==> src/mcbBus_defs.svh <==
`ifndef MCB_BUS_DEFS_SVH
`define MCB_BUS_DEFS_SVH

// ----------------------------------------
// Slave bus geometry
// ----------------------------------------

// Slaves hung on the bus, up to 8
`define MCB_SLAVE_NUM 2

// Address port width, command bit included
`define MCB_BUS_ADRS_BIT 16

// Set on the address port for a read request
`define MCB_READ_CMD_BIT 15

// Slave select field inside the address
`define MCB_SLAVE_MSB 14
`define MCB_SLAVE_LSB 12

// Cycles a read may wait for its reply
`define MCB_READ_TIMEOUT 8

`endif
==> src/csrPkg.sv <==
`default_nettype none

package csrPkg;

	// ----------------------------------------
	// Host side types
	// ----------------------------------------

	typedef logic [7:0] csrAdrs_t;
	typedef logic [31:0] csrData_t;

	// ----------------------------------------
	// CSR map
	// ----------------------------------------

	// Target address, bit 15 overridden at issue
	localparam csrAdrs_t CSR_BUS_ADRS = 8'h00;
	localparam csrAdrs_t CSR_BUS_WD = 8'h04;
	// Bit 0 write, bit 1 read
	localparam csrAdrs_t CSR_CMD = 8'h08;
	// Busy, timeout, last slave
	localparam csrAdrs_t CSR_STATUS = 8'h0C;
	localparam csrAdrs_t CSR_AUTO_RD = 8'h10;

	// Control sequencer
	typedef enum logic [1:0] {
		IDLE,
		WRITE,
		READ_WAIT
	} ctrlState_t;

endpackage

`default_nettype wire

==> src/busPkg.sv <==
`default_nettype none

`include "mcbBus_defs.svh"

package busPkg;

	// ----------------------------------------
	// Slave bus types
	// ----------------------------------------

	// One data word on the bus
	typedef logic [31:0] busData_t;

	// Command bit, slave select and register offset together
	typedef logic [`MCB_BUS_ADRS_BIT-1:0] busAdrs_t;

	// Read-enable lines, one per slave
	typedef logic [`MCB_SLAVE_NUM-1:0] slaveMask_t;

	// Wide enough for 8 slaves
	typedef logic [2:0] slaveIdx_t;

endpackage

`default_nettype wire

==> src/microControllerBlock.sv <==
`timescale 1ns/1ps
`default_nettype none

module microControllerBlock
(
	input wire sysClk,
	input wire reset,
	// Debug host side
	input wire csrPkg::csrData_t csrWd,
	input wire csrPkg::csrAdrs_t csrAdrs,
	input wire csrCke,
	output csrPkg::csrData_t csrRd,
	output busPkg::busData_t autoRd,
	output busPkg::slaveMask_t readEd
);

	// ----------------------------------------
	// Bus nets
	// ----------------------------------------

	// Master drive, seen by every slave
	busPkg::busData_t busWd;
	busPkg::busAdrs_t busAdrs;
	logic busWEd;
	// Per slave replies
	busPkg::busData_t slvRd0;
	busPkg::busData_t slvRd1;
	busPkg::slaveMask_t slvREd;
	// Capture back to control
	logic readDone;
	busPkg::slaveIdx_t capIdx;

	// Command sequencer and CSR space
	microControllerCsr csr_i (
		.sysClk (sysClk),
		.reset (reset),
		.csrWd (csrWd),
		.csrAdrs (csrAdrs),
		.csrCke (csrCke),
		.csrRd (csrRd),
		.busWd (busWd),
		.busAdrs (busAdrs),
		.busWEd (busWEd),
		.readDone (readDone),
		.capRd (autoRd),
		.capIdx (capIdx)
	);

	// Captured data doubles as the auto read result
	busReadCapture capture_i (
		.sysClk (sysClk),
		.reset (reset),
		.slvRd0 (slvRd0),
		.slvRd1 (slvRd1),
		.slvREd (slvREd),
		.readDone (readDone),
		.capRd (autoRd),
		.capIdx (capIdx),
		.readEd (readEd)
	);

	// ----------------------------------------
	// Slaves
	// ----------------------------------------
	regFileSlave #(
		.pSlaveIdx (3'd0)
	) regFile_i (
		.sysClk (sysClk),
		.reset (reset),
		.busWd (busWd),
		.busAdrs (busAdrs),
		.busWEd (busWEd),
		.slvRd (slvRd0),
		.slvREd (slvREd[0])
	);

	accumulatorSlave #(
		.pSlaveIdx (3'd1)
	) accumulator_i (
		.sysClk (sysClk),
		.reset (reset),
		.busWd (busWd),
		.busAdrs (busAdrs),
		.busWEd (busWEd),
		.slvRd (slvRd1),
		.slvREd (slvREd[1])
	);

endmodule

`default_nettype wire

==> src/accumulatorSlave.sv <==
`timescale 1ns/1ps
`default_nettype none

`include "mcbBus_defs.svh"

module accumulatorSlave #(
	parameter busPkg::slaveIdx_t pSlaveIdx = '0
)(
	input wire sysClk,
	input wire reset,
	input wire busPkg::busData_t busWd,
	input wire busPkg::busAdrs_t busAdrs,
	input wire busWEd,
	output busPkg::busData_t slvRd,
	output logic slvREd
);

	busPkg::busData_t sum;
	busPkg::busData_t count;
	logic [`MCB_SLAVE_LSB-1:0] regOfs;
	logic slaveHit;
	logic isRead;
	logic addStrobe;
	logic clearStrobe;

	// ----------------------------------------
	// Address decode
	// ----------------------------------------
	always_comb
	begin
		slaveHit = busWEd && (busAdrs[`MCB_SLAVE_MSB:`MCB_SLAVE_LSB] == pSlaveIdx);
		isRead = busAdrs[`MCB_READ_CMD_BIT];
		regOfs = busAdrs[`MCB_SLAVE_LSB-1:0];
		// Register 1 adds, register 0 clears
		addStrobe = slaveHit && !isRead && (regOfs == 1);
		clearStrobe = slaveHit && !isRead && (regOfs == 0);
	end

	// Running sum wraps modulo 2^32
	always_ff @(posedge sysClk)
	begin
		if (reset || clearStrobe)
		begin
			sum <= '0;
			count <= '0;
		end
		else if (addStrobe)
		begin
			sum <= sum + busWd;
			count <= count + 1'b1;
		end
	end

	// Sum on offset 0, count on offset 2
	always_ff @(posedge sysClk)
	begin
		if (reset)
		begin
			slvREd <= 1'b0;
			slvRd <= '0;
		end
		else
		begin
			slvREd <= slaveHit && isRead;
			if (slaveHit && isRead && (regOfs == 0))
				slvRd <= sum;
			else if (slaveHit && isRead && (regOfs == 2))
				slvRd <= count;
			else
				slvRd <= '0;
		end
	end

	// Count never wraps on an add
	assert property (@(posedge sysClk) disable iff (reset)
		addStrobe |=> (count != '0));

endmodule

`default_nettype wire

==> src/regFileSlave.sv <==
`timescale 1ns/1ps
`default_nettype none

`include "mcbBus_defs.svh"

module regFileSlave #(
	parameter busPkg::slaveIdx_t pSlaveIdx = '0
)(
	input wire sysClk,
	input wire reset,
	input wire busPkg::busData_t busWd,
	input wire busPkg::busAdrs_t busAdrs,
	input wire busWEd,
	output busPkg::busData_t slvRd,
	output logic slvREd
);

	busPkg::busData_t regs [4];
	logic [`MCB_SLAVE_LSB-1:0] regOfs;
	logic slaveHit;
	logic isRead;
	logic ofsValid;

	// ----------------------------------------
	// Address decode
	// ----------------------------------------
	always_comb
	begin
		slaveHit = busWEd && (busAdrs[`MCB_SLAVE_MSB:`MCB_SLAVE_LSB] == pSlaveIdx);
		isRead = busAdrs[`MCB_READ_CMD_BIT];
		regOfs = busAdrs[`MCB_SLAVE_LSB-1:0];
		// Only offsets 0 to 3 exist
		ofsValid = (regOfs < 4);
	end

	// Scratch registers
	always_ff @(posedge sysClk)
	begin
		if (reset)
		begin
			for (int i = 0; i < 4; i++)
				regs[i] <= '0;
		end
		else if (slaveHit && !isRead && ofsValid)
			regs[regOfs[1:0]] <= busWd;
	end

	// Reply one cycle after the request, zero otherwise
	always_ff @(posedge sysClk)
	begin
		if (reset)
		begin
			slvREd <= 1'b0;
			slvRd <= '0;
		end
		else
		begin
			slvREd <= slaveHit && isRead;
			slvRd <= (slaveHit && isRead && ofsValid) ? regs[regOfs[1:0]] : '0;
		end
	end

endmodule

`default_nettype wire

==> src/busReadCapture.sv <==
`timescale 1ns/1ps
`default_nettype none

`include "mcbBus_defs.svh"

module busReadCapture
(
	input wire sysClk,
	input wire reset,
	// Slave replies
	input wire busPkg::busData_t slvRd0,
	input wire busPkg::busData_t slvRd1,
	input wire busPkg::slaveMask_t slvREd,
	// Captured result
	output logic readDone,
	output busPkg::busData_t capRd,
	output busPkg::slaveIdx_t capIdx,
	output busPkg::slaveMask_t readEd
);

	busPkg::busData_t mergedRd;
	busPkg::slaveIdx_t replyIdx;
	logic replyValid;

	// ----------------------------------------
	// Reply merge
	// ----------------------------------------

	// Idle slaves drive zero so a plain OR is enough
	always_comb
	begin
		mergedRd = slvRd0 | slvRd1;
		replyValid = |slvREd;
	end

	// One-hot mask to slave index
	always_comb
	begin
		replyIdx = '0;
		for (int i = 0; i < `MCB_SLAVE_NUM; i++)
		begin
			if (slvREd[i])
				replyIdx = busPkg::slaveIdx_t'(i);
		end
	end

	// ----------------------------------------
	// Capture registers
	// ----------------------------------------
	always_ff @(posedge sysClk)
	begin
		if (reset)
		begin
			readDone <= 1'b0;
			capRd <= '0;
			capIdx <= '0;
			readEd <= '0;
		end
		else
		begin
			readDone <= replyValid;
			// Held until the next reply
			if (replyValid)
			begin
				capRd <= mergedRd;
				capIdx <= replyIdx;
				readEd <= slvREd;
			end
		end
	end

	// At most one slave answers at a time
	assert property (@(posedge sysClk) disable iff (reset) $onehot0(slvREd));

endmodule

`default_nettype wire

==> src/microControllerCsr.sv <==
`timescale 1ns/1ps
`default_nettype none

`include "mcbBus_defs.svh"

module microControllerCsr
(
	input wire sysClk,
	input wire reset,
	// Host strobe interface
	input wire csrPkg::csrData_t csrWd,
	input wire csrPkg::csrAdrs_t csrAdrs,
	input wire csrCke,
	output csrPkg::csrData_t csrRd,
	// Bus master outputs
	output busPkg::busData_t busWd,
	output busPkg::busAdrs_t busAdrs,
	output logic busWEd,
	// Reply from the capture block
	input wire readDone,
	input wire busPkg::busData_t capRd,
	input wire busPkg::slaveIdx_t capIdx
);

	// Counter wide enough to hold the timeout value
	localparam int lpCntBit = $clog2(`MCB_READ_TIMEOUT + 1);
	typedef logic [lpCntBit-1:0] timeoutCnt_t;

	csrPkg::ctrlState_t state;
	csrPkg::csrData_t adrsReg;
	csrPkg::csrData_t wdReg;
	csrPkg::csrData_t statusWord;
	busPkg::busAdrs_t issueAdrs;
	timeoutCnt_t timeoutCnt;
	logic timeoutErr;
	logic timeoutHit;
	logic busy;
	logic cmdWrite;
	logic cmdStart;
	logic cmdIsRead;

	// ----------------------------------------
	// Command decode
	// ----------------------------------------
	always_comb
	begin
		cmdWrite = csrCke && (csrAdrs == csrPkg::CSR_CMD);
		// Commands only taken while idle
		cmdStart = cmdWrite && (csrWd[0] || csrWd[1]) && (state == csrPkg::IDLE);
		// Write wins when both bits set
		cmdIsRead = !csrWd[0];
		busy = (state != csrPkg::IDLE);
		timeoutHit = (timeoutCnt == timeoutCnt_t'(`MCB_READ_TIMEOUT - 1));
		statusWord = {25'd0, capIdx, 2'b00, timeoutErr, busy};
	end

	// Address put on the bus, command bit forced by the request type
	always_comb
	begin
		issueAdrs = adrsReg[`MCB_BUS_ADRS_BIT-1:0];
		issueAdrs[`MCB_READ_CMD_BIT] = cmdIsRead;
	end

	// ----------------------------------------
	// Host writable registers
	// ----------------------------------------
	always_ff @(posedge sysClk)
	begin
		if (reset)
		begin
			adrsReg <= '0;
			wdReg <= '0;
		end
		else if (csrCke)
		begin
			// Still taken while busy, bus side already latched
			case (csrAdrs)
				csrPkg::CSR_BUS_ADRS: adrsReg <= csrWd;
				csrPkg::CSR_BUS_WD: wdReg <= csrWd;
				default: ;
			endcase
		end
	end

	// ----------------------------------------
	// Bus sequencer
	// ----------------------------------------
	always_ff @(posedge sysClk)
	begin
		if (reset)
		begin
			state <= csrPkg::IDLE;
			busWEd <= 1'b0;
			busWd <= '0;
			busAdrs <= '0;
			timeoutCnt <= '0;
			timeoutErr <= 1'b0;
		end
		else
		begin
			// Strobe lasts one cycle
			busWEd <= 1'b0;
			case (state)
				csrPkg::IDLE:
				begin
					if (cmdStart)
					begin
						busWd <= wdReg;
						busAdrs <= issueAdrs;
						busWEd <= 1'b1;
						timeoutCnt <= '0;
						// Sticky error drops on the next command
						timeoutErr <= 1'b0;
						state <= cmdIsRead ? csrPkg::READ_WAIT : csrPkg::WRITE;
					end
				end
				// Slave takes the data in the issue cycle
				csrPkg::WRITE: state <= csrPkg::IDLE;
				csrPkg::READ_WAIT:
				begin
					if (readDone)
						state <= csrPkg::IDLE;
					else if (timeoutHit)
					begin
						// No slave answered, unmapped index most likely
						state <= csrPkg::IDLE;
						timeoutErr <= 1'b1;
					end
					else
						timeoutCnt <= timeoutCnt + 1'b1;
				end
				default: state <= csrPkg::IDLE;
			endcase
		end
	end

	// ----------------------------------------
	// Registered read-back
	// ----------------------------------------
	always_ff @(posedge sysClk)
	begin
		if (reset)
			csrRd <= '0;
		else
		begin
			case (csrAdrs)
				csrPkg::CSR_BUS_ADRS: csrRd <= adrsReg;
				csrPkg::CSR_BUS_WD: csrRd <= wdReg;
				csrPkg::CSR_STATUS: csrRd <= statusWord;
				csrPkg::CSR_AUTO_RD: csrRd <= capRd;
				// Command register reads as zero
				default: csrRd <= '0;
			endcase
		end
	end

	// Single-cycle request strobe
	assert property (@(posedge sysClk) disable iff (reset) busWEd |=> !busWEd);

	// Replies only come back for a read in flight
	assert property (@(posedge sysClk) disable iff (reset)
		readDone |-> (state == csrPkg::READ_WAIT));

endmodule

`default_nettype wire

==> config.mk <==
export PLATFORM = sky130hd
export DESIGN_NAME = microControllerBlock
export DESIGN_NICKNAME = d
export VERILOG_FILES = /design/src/csrPkg.sv /design/src/busPkg.sv /design/src/microControllerBlock.sv /design/src/accumulatorSlave.sv /design/src/regFileSlave.sv /design/src/busReadCapture.sv /design/src/microControllerCsr.sv
export VERILOG_INCLUDE_DIRS = /design/src /design/src/src
export SDC_FILE = /design/constraint.sdc
export NUM_CORES = 1
export LEC_CHECK = 0
export ABC_CLOCK_PERIOD_IN_PS = 3600
export BUFFER_PORTS_ARGS = -buffer_cell sky130_fd_sc_hd__buf_2
export CAP_MARGIN = 20
export CORE_AREA = 4 4 194 196
export CTS_CLUSTER_SIZE = 12
export DETAILED_ROUTE_END_ITERATION = 12
export DIE_AREA = 0 0 198 200
export PLACE_DENSITY = 0.81
export SETUP_SLACK_MARGIN = 0.1
export SYNTH_ARGS = -nofsm -noshare
export SYNTH_HDL_FRONTEND = slang
export SYNTH_HIERARCHICAL = 1
export SYNTH_SLANG_ARGS = --single-unit
==> constraint.sdc <==
create_clock -name sysClk -period 3.6 [get_ports sysClk]
set_input_delay 0.9 -clock sysClk [delete_from_list [all_inputs] [get_ports sysClk]]
set_output_delay 0.9 -clock sysClk [all_outputs]
set_load 0.05 [all_outputs]
* Yosys cells after proc, flatten, opt, wreduce, memory -nomap -nowiden
Memories as Yosys holds them, arrays and structs flattened. A register that Yosys moved wholly into a read port is not among the register bits.
Cells that the tools add are included.
** Cells by class
- Add/sub/neg operators :: 3
- Order comparisons :: 1
- Equal/unequal tests :: 14
- Mux-type cells :: 26
- Bitwise operators :: 3
- Reduce and logical (&&, ||, !) cells :: 35
** Operator list (count)
- $pmux W32 S4 :: 1
- $mux W32 :: 3
- $add A32 B1 Y32 const B :: 1
- $add A32 B32 Y32 :: 1
- $or A32 B32 Y32 :: 1
- $reduce_or A32 Y1 :: 1
- $eq A8 B4 Y1 const B :: 2
- $logic_and A1 B1 Y1 :: 15
- $eq A12 B1 Y1 const B :: 1
- $eq A12 B2 Y1 const B :: 1
- $logic_not A12 Y1 :: 1
- $lt A12 B3 Y1 const B :: 1
- $mux W4 :: 3
- $mux W1 :: 11
- $mux W2 :: 5
- $eq A8 B3 Y1 const B :: 1
- $eq A8 B5 Y1 const B :: 1
- $logic_not A8 Y1 :: 1
- $pmux W4 S2 :: 1
- $reduce_and A2 Y1 :: 4
- $reduce_and A4 Y1 :: 2
- $reduce_or A2 Y1 :: 3
- $add A4 B1 Y4 const B :: 1
- $eq A4 B3 Y1 const B :: 1
- 13 further kinds :: 19
** Word-level totals
- Register bits :: 288
- Bits in writable memories :: 128
- Input bits :: 43
- Output and inout bits :: 66
- Word-level logic and storage cells :: 101
- Memories :: 1
** Memory list
- regFile_i.regs :: words 4, bits a word 32, read ports 1, clocked after Yosys merged registers in 1, write ports 4, RTL line regFileSlave.sv:18 : busPkg::busData_t regs [4];

* Logic depth before layout (Yosys ltp)
- Depth in word-level cells :: 9
- Depth in mapped cells :: 10
- Mapped depth without buffers :: 10

* By module
Netlist, hierarchy kept.
** Modules (own cells, without submodules)
- regFileSlave :: instances 1, cells each 442, area each 6801.5 um2, sequential area each 4504.3 um2
- microControllerCsr :: instances 1, cells each 680, area each 5811.8 um2, sequential area each 3042.9 um2
- accumulatorSlave :: instances 1, cells each 664, area each 5454.0 um2, sequential area each 1941.9 um2
- busReadCapture :: instances 1, cells each 159, area each 1540.2 um2, sequential area each 700.7 um2

* Worst setup path before layout
No wires, ideal clock.
- Kind :: input -> register
- Start :: input port reset
- End :: memory regFile_i/regs[2][0] in the netlist's numbering, enable pin
- Library setup time :: 0.428 ns
- Arrival time :: 3.153 ns
- Required time :: 3.172 ns
- Path slack :: 0.019 ns
- Stages :: 5
- Path buffers :: 2
- Cells stage by stage :: nor4_1 nand4_1 buf_4 buf_6 o21bai_1
** RTL lines
- start: declaration :: RTL line microControllerBlock.sv:7 : input wire reset,
- end: declaration :: RTL line regFileSlave.sv:18

* Final worst setup path
- Start :: register csr_i.busWd[0]
- End :: register accumulator_i.sum[26]
** On the way
- Word-level cells in the longest chain between the ends :: 1
** RTL lines
- start: declaration :: RTL line microControllerCsr.sv:16 : output busPkg::busData_t busWd,
- start signal: assignment :: RTL line microControllerCsr.sv:108 : busWd <= wdReg;
- $add A32 B32 Y32 :: RTL line accumulatorSlave.sv:49 : sum <= sum + busWd;
- end signal: assignment :: RTL line accumulatorSlave.sv:49
- end: declaration :: RTL line accumulatorSlave.sv:18 : busPkg::busData_t sum;
Every way passes these cells.
A chain may end at the register's enable or synchronous reset.

==> impl_metrics.tcl <==
set metrics [dict create \
    cp_max_fo 5 \
    r2r-start "csr_i/busWd[0]" \
    grt.total_usage_pct 24.9 \
    grt_pass1_wl_um 79000 \
    clockBufferDepth 3 \
    clk_pin_slew_worst_paths_ps 60 \
    fillCellCount 2856 \
    core_mm2 0.0361 \
    slowest_stage "a2111oi_0" \
    vias_per_cell 5.99 \
    hold_path_depth 2 \
    slew_violations 0 \
    netlist_area_mm2 0.0196 \
    yosysTopAreaCell "dfxtp_1" \
    worstSetupEndpointType "register" \
    first_global_vias 14400 \
    hold_viol_final 0 \
    crit_family "compound AO/OA/AOI/OAI gates" \
    finish.utilization_pct 60.4 \
    htree_levels 2 \
    worstMarginPinSlew_ps 1030 \
    r2r_slack_ps 500 \
    ys_types 76 \
    synth_cells 1945 \
    synth_top_area_share_pct 32.4 \
    hold_path.class "reg2reg" \
    area_delta_synth_final_pct 11.1 \
    crit_required_ps 4030 \
    drt_wl_total_um 50500 \
    port_buffers 108 \
    synth_seq_area_share_pct 52.0 \
    antenna_left 0 \
    initial_core_util_pct 54.3 \
    placementRows 70 \
    arrival_ps 3520 \
    die-area_mm2 0.0396 \
    min_period_ps 3100 \
    drtPass1Iterations 5 \
    synth-seq-cells 445 \
    fin_crit_sh_pct 86.0 \
    synth_edf_count 128 \
    drv_cap 0 \
    p_per_area_mw_per_mm2 444 \
    critPathKind "reg2reg" \
    yosysMostFrequentCell "dfxtp_1" \
    netlist_top_cells_count "dfxtp_1, nand2_1, nor2_1" \
    fmax_mhz 323 \
    insertion_delay_ps 560 \
    cpMostUsedCell "a21oi_1" \
    drt_iter0_markers 1425 \
    cts.repair.resized 0 \
    io_pins 109 \
    layout-drive-gt1-share_pct 17.3 \
    tritoncts "built" \
    die_x_um 198 \
    dpl.hpwl_um 34900 \
    yosys_warnings 6 \
    whs_ps 452 \
    postPlaceCellArea_mm2 0.0205 \
    nets 2077 \
    clock_sinks 445 \
    syn_avg_cell_area_um2 10.1 \
    vdd_drop_max_uv 462 \
    cts_setup_buffers 0 \
    design_area_mm2 0.0218 \
    overflow 0 \
    worstRegToRegCells 10 \
    grt_max_degree 93 \
    drc 0 \
    rsz0062_at_grt "false" \
    yosys_most_used_dff "dfxtp_1" \
    hold_buffers 0 \
    setup_violations 0 \
    slew_headroom_pct 30.9 \
    path_cells "ha_1 > fa_1 > a21oi_1 > o211ai_1 > a2111oi_0 > o21ai_1 > o2111ai_2 > nand2_1 > mux2i_1 > a21oi_1" \
    cts_root_buffer "clkbuf_16" \
    ys_top_cells_by_area "dfxtp_1, edfxtp_1, nand2_1" \
    cpPeakStageDelay_ps 490 \
    status "completed" \
    power.leakage_nw 7.39 \
    async_flop_share_pct 0 \
    timing.rr.end "accumulator_i/sum[26]" \
    path_depth 10 \
    tns_ps 0 \
    vias 15000 \
    crit_end "accumulator_i/sum[26]" \
    die_h_um 200 \
    cts_made_buffers 45 \
    clock_skew_ps 17.8 \
    crit_start "csr_i/busWd[0]" \
    start_kind "register" \
    wl_per_cell_um 20.3 \
    cp.buffers_inverters 0 \
    antenna_found_initial 2 \
    gp_congestion 0.936 \
]
[area by class of cell]
class	instances	area (µm²)	share of cell area, %
Antenna cell	1	2.50	0.0115
Clock buffer	64	1220	5.59
Clock inverter	9	72.6	0.333
Inverter	45	169	0.776
Multi-Input combinational cell	1315	8580	39.4
Sequential cell	445	10200	46.8
Tap cell	468	586	2.69
Timing Repair Buffer	148	955	4.38
[tightest hold or removal path, cell delays in order, from the launching register on]
cell and delay (ps):
dfxtp_1 310, nand2_1 50, a21oi_1 50
[routing by layer]
| layer | share of wire [%] | routed length (µm) | vias up | GRT usage [%] |
|---|---|---|---|---|
| met5 | 0 | 0 | - | 0 |
| met4 | 2.5 | 1250 | 0 | 6.81 |
| met3 | 9.1 | 4580 | 100 | 4.92 |
| met2 | 46 | 23300 | 652 | 40.1 |
| met1 | 42 | 21400 | 7264 | 34.7 |
| li1 | - | - | 6939 | - |
[cells in the final DEF (no fill, tap or decap), types with 25 or more instances in the layout]
cell type	count
nor3_1	84
ha_1	33
dfxtp_1	315
nor3b_1	35
nand3_1	27
mux4_2	32
xor2_1	25
nor3_2	57
mux2i_1	88
a21oi_1	176
buf_4	32
clkbuf_16	45
o21ai_0	34
edfxtp_1	128
buf_2	107
inv_1	44
nor2_1	233
a211oi_2	30
nand2_1	243
[sequential cells by signal, indices dropped and copies added (netlist names), 16 cells and up]
register             cells
regFile_i/regs         128
accumulator_i/sum       32
csr_i/csrRd             32
regFile_i/slvRd         32
accumulator_i/count     32
accumulator_i/slvRd     32
csr_i/busWd             32
capture_i/capRd         32
csr_i/adrsReg           32
csr_i/busAdrs           16
csr_i/wdReg             32
[kinds of logic after synthesis]
logic type,synth area share (%)
DFF,52.0
AOI/OAI and AO/OA,11.1
muxes,8.40
other,0.0191
buffers and inverters,4.42
adders and majority gates,2.21
and+or+nand+nor,19.7
xor gates and xnor gates,2.19
[power breakdown]
group          switching [mW]  internal [mW]  total, mW
Combinational           0.140         0.0721      0.212
Clock                    1.88           2.35       4.23
Sequential             0.0169           5.20       5.22
[stage by stage]
stage / std cells / worst slack (ps) / total power [mW]
floorplan: 1946 / 19.1 / 5.45
global placement: 2420 / 628 / 5.53
detailed placement: 2421 / 566 / 5.54
CTS: 2494 / 532 / 9.70
global route: 2494 / 304 / 9.93
finish: 2495 / 502 / 9.66
[worst min-delay path by stage]
stage / endpoint / slack [ps] / startpoint
finish: csr_i/adrsReg[24] / 450 / csr_i/adrsReg[24]
global route: csr_i/adrsReg[28] / 480 / csr_i/adrsReg[28]
CTS: csr_i/adrsReg[16] / 450 / csr_i/adrsReg[16]
detailed placement: csr_i/adrsReg[16] / 440 / csr_i/adrsReg[16]
global placement: csr_i/adrsReg[26] / 440 / csr_i/adrsReg[26]
floorplan: csr_i/adrsReg[15] / 430 / csr_i/adrsReg[15]
Note: power is estimated with default switching activity, not from simulation.
